File: src/nn_params.svh
`ifndef NN_PARAMS_SVH
`define NN_PARAMS_SVH

// width of one feature, weight and sum.
`define NN_FEATURE_WIDTH 16

// features per sample, split evenly over the two engines.
`define NN_FEATURE_COUNT 30
`define NN_HALF_COUNT 15

// step counter inside one engine.
`define NN_INDEX_WIDTH 4

`endif

File: src/nnCtrlPkg.sv
package nnCtrlPkg;

	// activation picked per sample.
	typedef enum logic
	{
		ACT_NONE = 1'b0,
		ACT_RELU = 1'b1
	} actOp_t;

	typedef enum logic [1:0]
	{
		IN_IDLE,
		IN_START,
		IN_WAIT_RELEASE
	} intakeState_t;

	typedef enum logic [1:0] {MAC_IDLE, MAC_RUN, MAC_HOLD} macState_t;

	typedef enum logic [1:0] {OUT_EMPTY, OUT_REQ, OUT_WAIT_DROP} outState_t;

endpackage

File: src/nnDataPkg.sv
`include "nn_params.svh"

package nnDataPkg;

	// two's complement, all arithmetic wraps at this width.
	typedef logic signed [`NN_FEATURE_WIDTH-1:0] feature_t;

	typedef struct packed
	{
		nnCtrlPkg::actOp_t act;
		feature_t [`NN_FEATURE_COUNT-1:0] features;
	} sample_t;

	// half of the dot product, with the select it belongs to.
	typedef struct packed
	{
		nnCtrlPkg::actOp_t act;
		feature_t sum;
	} partial_t;

	localparam feature_t WEIGHTS [0:`NN_FEATURE_COUNT-1] = '{
		-16'sd364, 16'sd34, 16'sd770, -16'sd765, -16'sd139,
		16'sd496, 16'sd46, -16'sd344, 16'sd112, -16'sd226,
		-16'sd221, -16'sd74, 16'sd269, -16'sd260, 16'sd256,
		-16'sd338, 16'sd23, 16'sd389, -16'sd135, -16'sd25,
		16'sd143, 16'sd631, -16'sd38, 16'sd285, -16'sd400,
		-16'sd246, -16'sd71, -16'sd32, 16'sd613, 16'sd155
	};

	localparam feature_t BIAS = -16'sd86;

endpackage

File: src/sampleIntake.sv
`timescale 1ns/10ps

module sampleIntake
(
	input  logic clk,
	input  logic reset,
	input  logic sampleReq,
	input  nnDataPkg::sample_t sample,
	input  logic enginesBusy,
	output logic sampleAck,
	output logic start,
	output nnDataPkg::sample_t captured
);

	nnCtrlPkg::intakeState_t state;
	nnCtrlPkg::intakeState_t nextState;
	logic accept;

	// a request is only taken while neither engine holds work.
	assign accept = (state == nnCtrlPkg::IN_IDLE) && sampleReq && !enginesBusy;

	always_comb
	begin
		nextState = state;
		case (state)
			nnCtrlPkg::IN_IDLE:
				if (accept)
					nextState = nnCtrlPkg::IN_START;
			nnCtrlPkg::IN_START:
				if (sampleReq)
					nextState = nnCtrlPkg::IN_WAIT_RELEASE;
				else
					nextState = nnCtrlPkg::IN_IDLE;
			nnCtrlPkg::IN_WAIT_RELEASE:
				if (!sampleReq)
					nextState = nnCtrlPkg::IN_IDLE;
			default:
				nextState = nnCtrlPkg::IN_IDLE;
		endcase
	end

	always_ff @(posedge clk)
	begin
		if (reset)
			state <= nnCtrlPkg::IN_IDLE;
		else
			state <= nextState;
	end

	// sample held here until the next accepted request.
	always_ff @(posedge clk)
	begin
		if (accept)
			captured <= sample;
	end

	// ack stays up from capture until the source lets go.
	assign sampleAck = (state != nnCtrlPkg::IN_IDLE);

	// engines read captured in this same cycle.
	assign start = (state == nnCtrlPkg::IN_START);

endmodule

File: src/partialDotProduct.sv
`timescale 1ns/10ps
`include "nn_params.svh"

module partialDotProduct
#(
	parameter int firstIndex = 0
)
(
	input  logic clk,
	input  logic reset,
	input  logic start,
	input  nnDataPkg::sample_t captured,
	input  logic partialTake,
	output logic busy,
	output logic partialValid,
	output nnDataPkg::partial_t partial
);

	localparam int selWidth = $clog2(`NN_FEATURE_COUNT);
	localparam logic [`NN_INDEX_WIDTH-1:0] lastIndex = `NN_INDEX_WIDTH'(`NN_HALF_COUNT - 1);

	nnCtrlPkg::macState_t state;
	logic [`NN_INDEX_WIDTH-1:0] index;
	logic [selWidth-1:0] featureIndex;
	nnDataPkg::feature_t product;
	nnDataPkg::feature_t acc;
	nnCtrlPkg::actOp_t actHold;

	assign featureIndex = selWidth'(firstIndex) + selWidth'(index);

	// only the low 16 bits of each product are kept.
	assign product = nnDataPkg::feature_t'(captured.features[featureIndex] *
		nnDataPkg::WEIGHTS[featureIndex]);

	// index sits at zero while idle so the start cycle does the first MAC.
	always_ff @(posedge clk)
	begin
		if (reset)
		begin
			state <= nnCtrlPkg::MAC_IDLE;
			index <= '0;
		end
		else
		begin
			case (state)
				nnCtrlPkg::MAC_IDLE:
					if (start)
					begin
						state <= nnCtrlPkg::MAC_RUN;
						index <= `NN_INDEX_WIDTH'(1);
					end
				nnCtrlPkg::MAC_RUN:
					if (index == lastIndex)
						state <= nnCtrlPkg::MAC_HOLD;
					else
						index <= index + `NN_INDEX_WIDTH'(1);
				nnCtrlPkg::MAC_HOLD:
					if (partialTake)
					begin
						state <= nnCtrlPkg::MAC_IDLE;
						index <= '0;
					end
				default:
					state <= nnCtrlPkg::MAC_IDLE;
			endcase
		end
	end

	// accumulator wraps at 16 bits.
	always_ff @(posedge clk)
	begin
		if (state == nnCtrlPkg::MAC_IDLE && start)
		begin
			acc <= product;
			actHold <= captured.act;
		end
		else if (state == nnCtrlPkg::MAC_RUN)
			acc <= acc + product;
	end

	assign busy = (state != nnCtrlPkg::MAC_IDLE);
	assign partialValid = (state == nnCtrlPkg::MAC_HOLD);
	assign partial.sum = acc;
	assign partial.act = actHold;

endmodule

File: src/neuronCombiner.sv
`timescale 1ns/10ps
`include "nn_params.svh"

module neuronCombiner
(
	input  logic clk,
	input  logic reset,
	input  logic lowValid,
	input  nnDataPkg::partial_t lowPartial,
	input  logic highValid,
	input  nnDataPkg::partial_t highPartial,
	input  logic resultAck,
	output logic partialTake,
	output logic resultReq,
	output nnDataPkg::feature_t result
);

	nnCtrlPkg::outState_t state;
	nnDataPkg::feature_t total;
	nnDataPkg::feature_t activated;
	logic reluOn;

	// both halves carry the same select, either one is enough.
	assign reluOn = (lowPartial.act == nnCtrlPkg::ACT_RELU) ||
		(highPartial.act == nnCtrlPkg::ACT_RELU);

	// sum wraps modulo 2^16 like the products.
	assign total = lowPartial.sum + highPartial.sum + nnDataPkg::BIAS;

	// relu clamps on the sign bit only.
	assign activated = (reluOn && total[`NN_FEATURE_WIDTH-1]) ? '0 : total;

	// one pulse releases both engines together.
	assign partialTake = (state == nnCtrlPkg::OUT_EMPTY) && lowValid && highValid;

	always_ff @(posedge clk)
	begin
		if (reset)
			state <= nnCtrlPkg::OUT_EMPTY;
		else
		begin
			case (state)
				nnCtrlPkg::OUT_EMPTY:
					if (partialTake)
						state <= nnCtrlPkg::OUT_REQ;
				nnCtrlPkg::OUT_REQ:
					if (resultAck)
						state <= nnCtrlPkg::OUT_WAIT_DROP;
				nnCtrlPkg::OUT_WAIT_DROP:
					if (!resultAck)
						state <= nnCtrlPkg::OUT_EMPTY;
				default:
					state <= nnCtrlPkg::OUT_EMPTY;
			endcase
		end
	end

	// result stays put until the next take.
	always_ff @(posedge clk)
	begin
		if (partialTake)
			result <= activated;
	end

	assign resultReq = (state == nnCtrlPkg::OUT_REQ);

endmodule

File: src/neuronNode.sv
`timescale 1ns/10ps
`include "nn_params.svh"

module neuronNode
(
	input  logic clk,
	input  logic reset,
	input  logic sampleReq,
	input  nnDataPkg::sample_t sample,
	output logic sampleAck,
	output logic resultReq,
	output nnDataPkg::feature_t result,
	input  logic resultAck
);

	nnDataPkg::sample_t captured;
	nnDataPkg::partial_t lowPartial;
	nnDataPkg::partial_t highPartial;
	logic start;
	logic lowBusy;
	logic highBusy;
	logic enginesBusy;
	logic lowValid;
	logic highValid;
	logic partialTake;

	// intake waits while either half still holds a partial.
	assign enginesBusy = lowBusy | highBusy;

	sampleIntake intake
	(
		.clk(clk),
		.reset(reset),
		.sampleReq(sampleReq),
		.sample(sample),
		.enginesBusy(enginesBusy),
		.sampleAck(sampleAck),
		.start(start),
		.captured(captured)
	);

	partialDotProduct #(.firstIndex(0)) lowHalf
	(
		.clk(clk),
		.reset(reset),
		.start(start),
		.captured(captured),
		.partialTake(partialTake),
		.busy(lowBusy),
		.partialValid(lowValid),
		.partial(lowPartial)
	);

	partialDotProduct #(.firstIndex(`NN_HALF_COUNT)) highHalf
	(
		.clk(clk),
		.reset(reset),
		.start(start),
		.captured(captured),
		.partialTake(partialTake),
		.busy(highBusy),
		.partialValid(highValid),
		.partial(highPartial)
	);

	neuronCombiner combiner
	(
		.clk(clk),
		.reset(reset),
		.lowValid(lowValid),
		.lowPartial(lowPartial),
		.highValid(highValid),
		.highPartial(highPartial),
		.resultAck(resultAck),
		.partialTake(partialTake),
		.resultReq(resultReq),
		.result(result)
	);

endmodule

File: config.mk
export PLATFORM = sky130hd
export DESIGN_NAME = neuronNode
export DESIGN_NICKNAME = d
export VERILOG_FILES = /design/src/nnCtrlPkg.sv /design/src/nnDataPkg.sv /design/src/sampleIntake.sv /design/src/partialDotProduct.sv /design/src/neuronCombiner.sv /design/src/neuronNode.sv
export VERILOG_INCLUDE_DIRS = /design/src
export SDC_FILE = /design/constraint.sdc
export NUM_CORES = 1
export LEC_CHECK = 0
export BUFFER_PORTS_ARGS = -buffer_cell sky130_fd_sc_hd__buf_4
export CAP_MARGIN = 10
export CORE_ASPECT_RATIO = 1.2
export CORE_MARGIN = 8
export CORE_UTILIZATION = 45
export CTS_BUF_LIST = sky130_fd_sc_hd__clkbuf_2 sky130_fd_sc_hd__clkbuf_4 sky130_fd_sc_hd__clkbuf_8
export DETAILED_ROUTE_END_ITERATION = 8
export PLACE_DENSITY_LB_ADDON = 0.15
export SETUP_SLACK_MARGIN = 0.05
export SYNTH_ARGS = -nofsm -noshare
export SYNTH_HDL_FRONTEND = slang
export SYNTH_HIERARCHICAL = 1
export SYNTH_SLANG_ARGS = --single-unit
File: constraint.sdc
create_clock -name clk -period 28.2 [get_ports clk]
set_input_delay 1.41 -clock clk [delete_from_list [all_inputs] [get_ports clk]]
set_output_delay 1.41 -clock clk [all_outputs]
set_load 0.1 [all_outputs]
==> run summary <==
- **clock tree from TritonCTS** yes
- **cells resized by post-CTS repair** 0
- **antenna violations before repair** 22
- **pin count of the biggest net entering global routing** 188
- **setup slack of the critical path after layout** 17710 ps
- **Post-synth ARST share** 0%
- **total routed wirelength** 100000 µm
- **largest driver fanout on the critical path** 48
- **post-synthesis share of cell area spent on full adders, half adders and majority gates** 17.1%
- **cell count after placement** 4031
- **area share of the largest cell type after synthesis** 47.3%
- **cell depth of the worst min-delay path** 0
- **crit-path max cell delay** 980 ps
- **worst reg2reg setup slack** 17710 ps
- **Synth Register Bits** 547
- **RR Endpoint** highHalf/acc[15]
- **clock root buffer master** clkbuf_8
- **area share of xor/xnor cells in the synthesized design** 3.46%
- **compound-gate portion of the synthesized area** 6.55%
- **total negative setup slack** 0 ps
- **TritonCTS sink count** 547
- **gate count after technology mapping** 2597
- **Post-Synthesis Cell Area** 33700 µm²
- **net count of the finished layout** 3966
- **worst relative slew slack** 19.4%
- **endpoint of the worst hold path** lowHalf/actHold
- **Worst Hold Launch** intake/captured[480]
- **setup fix buffers added after clock tree synthesis** 0
- **Initial Utilization** 45.2%
- **clock latency on the worst-skew pair** 730 ps
- **Final Instance Count excl. Fillers** 4202
- **CP Class** reg2reg
- **run status** finished, final reports clean
- **cell types with the largest area share after synthesis** edfxtp_1, fa_1, mux4_2, ha_1, inv_1
- **met3 capacity usage during global routing** 6.68%
- **arrival time of data at the critical path endpoint** 10930 ps
- **Slew Limit Fails** 0
- **first-pass GRT wire length** 150000 µm
- **hold violation count in the final report** 0
- **combinational family with the most area after synthesis** adder cells
- **post-synthesis simple-gate area fraction** 7.80%
- **most common flop cell mapped by yosys** edfxtp_1
- **Unique masters post-synth** 94
- **Via Count** 22400
- **number of vias per cell after detailed routing** 5.33
- **cell with the most instances after synthesis** edfxtp_1
- **total I/O pin count** 503
- **count of fill cells added during filler insertion** 6461
- **number of violations of the max-capacitance limit** 0
- **clock input transition at the sequential cells of the worst setup and hold paths** 60 ps
- **global-route met2 utilization** 42.5%
- **wire per inst** 23.9 µm
- **final period demand of the worst path** 10490 ps
- **pre-CTS WS** 17700 ps
- **list of most frequent post-synthesis cells** edfxtp_1, inv_1, nor2_1, ha_1, fa_1
- **number of cell instances on the worst register-to-register path** 28
- **Yosys warnings** 6
- **global-route track usage on met1** 27.8%
- **die area** 84000 µm²
- **Syn-to-layout area delta** 19.5%
- **total gr overflow** 0
- **data required time of the worst path** 28640 ps
- **Chip Width** 266 µm
- **fraction of layout cells with a size suffix above 1** 28.3%
- **FMAX** 0.0953 GHz
- **final estimated routing congestion in global placement** 0.893
- **Layout Skew** 43.0 ps
- **First DRT Iteration DRCs** 1373
- **Chip Height** 316 µm
- **number of setup violations in the final report** 0
- **count of buffers from port buffering** 502
- **Hold Buf Count CTS** 0
- **share of synthesized area spent on multiplexers** 11.0%
- **DRC violations left** 0
- **Tcrit/Tclk final** 37.2%
- **dominant cell type by area after synthesis** edfxtp_1
- **Syn Area/Cell** 13.0 µm²
- **CP dominant cell by count** fa_1
- **origin of the critical flop-to-flop path** highHalf/index[0]
- **number of global-route vias before repair** 24100
- **placeable core region** 74600 µm²
- **Startpoint Class** flip-flop
- **Top Usage Layer GRT** met2
- **half-perimeter wire length after detailed placement** 78800 µm
- **standard cell with the maximum stage delay on the critical path** ha_4
- **total global-route track usage** 23.7%
- **clock buffers created by TritonCTS** 91
- **Setup crit end kind** flip-flop
- **count of nets left with antenna violations after detail routing** 0
- **DR pass1 iterations** 7
- **actual transition at the worst max-transition pin** 1210 ps
- **sequential fraction of the synthesis area** 48.2%
- **type of the worst min-delay path** reg2reg
- **maximum clock path buffer count** 3
- **Mapped Nets** 3447
- **number of enable flip-flop cells after synthesis** 531
- **setup repair after global routing missed its margin** no
- **number of placement rows** 110
- **total number of H-tree levels** 3
-- cell type report --
| type | instances | area [µm²] | share of cell area, % |
|---|---|---|---|
| Antenna cell | 13 | 32.5 | 0.0807 |
| Clock buffer | 117 | 1450 | 3.61 |
| Clock inverter | 41 | 448 | 1.11 |
| Inverter | 344 | 1290 | 3.20 |
| Multi-Input combinational cell | 1600 | 15500 | 38.5 |
| Sequential cell | 547 | 16300 | 40.4 |
| Tap cell | 1008 | 1260 | 3.13 |
| Timing Repair Buffer | 532 | 4020 | 9.97 |
-- placed cells by master (no fill, tap or decap), types with 92 or more instances in the layout --
cell,instances
nand2_1,146
inv_1,336
mux4_2,124
edfxtp_1,531
fa_1,161
buf_4,530
ha_1,203
clkbuf_8,92
nor2_1,242
-- worst max-delay path by stage --
| stage | from | to | slack (ps) | cells after the start |
|---|---|---|---|---|
| floorplan | sampleReq | intake/state[0] | 10520 | 2 |
| global placement | highHalf/index[0] | highHalf/acc[15] | 17800 | 28 |
| detailed placement | highHalf/index[0] | highHalf/acc[15] | 17700 | 28 |
| CTS | highHalf/index[0] | highHalf/acc[15] | 17600 | 28 |
| global route | highHalf/index[0] | highHalf/acc[15] | 17050 | 36 |
| finish | highHalf/index[0] | highHalf/acc[15] | 17710 | 28 |
-- metrics by stage --
stage                     utilization, %  hold WS, ps  instance area [µm²]
final                               54.0          465                40300
after global routing                54.0          496                40300
after CTS                           54.0          463                40300
after detailed placement            51.4          450                38400
after global placement              51.4          439                38400
after floorplan                        -          421                33700
-- state kept, by name, summed over array words and instances, names as in the netlist, 2 cells and up --
name	count
highHalf/acc	16
intake/state	2
highHalf/state	2
highHalf/index	4
intake/captured	481
lowHalf/index	4
combiner/result	16
combiner/state	2
lowHalf/state	2
lowHalf/acc	16
-- worst max-delay path: cells and delay by family (launching register included) --
| kind | cells | cell delay (ps) |
|---|---|---|
| adders and majority gates | 9 | 4650 |
| and+or+nand+nor | 2 | 240 |
| AOI/OAI and AO/OA | 8 | 2200 |
| xor gates and xnor gates | 3 | 790 |
| buffers and inverters | 6 | 1490 |
| DFF | 1 | 800 |
-- logic make-up (layout without fill, tap and decap cells) --
kind of cell             Yosys count  count (layout)
flip-flops                       547             547
AND/OR/NAND/NOR                  575             575
other                              0              13
AO/OA/AOI/OAI                    334             334
XOR/XNOR                         124             124
buffers and inverters            450            1034
multiplexers                     202             202
adder cells (fa/ha/maj)          365             365
-- metal layers --
layer / wire length, µm / share of wire, %
met5: 118 / 0.12
met4: 1970 / 2.0
met3: 7370 / 7.3
met2: 52300 / 52
met1: 38500 / 38
Power is left out: the tool's default activity adds up to more than one toggle a clock period on the data nets, which glitch-free logic cannot reach.
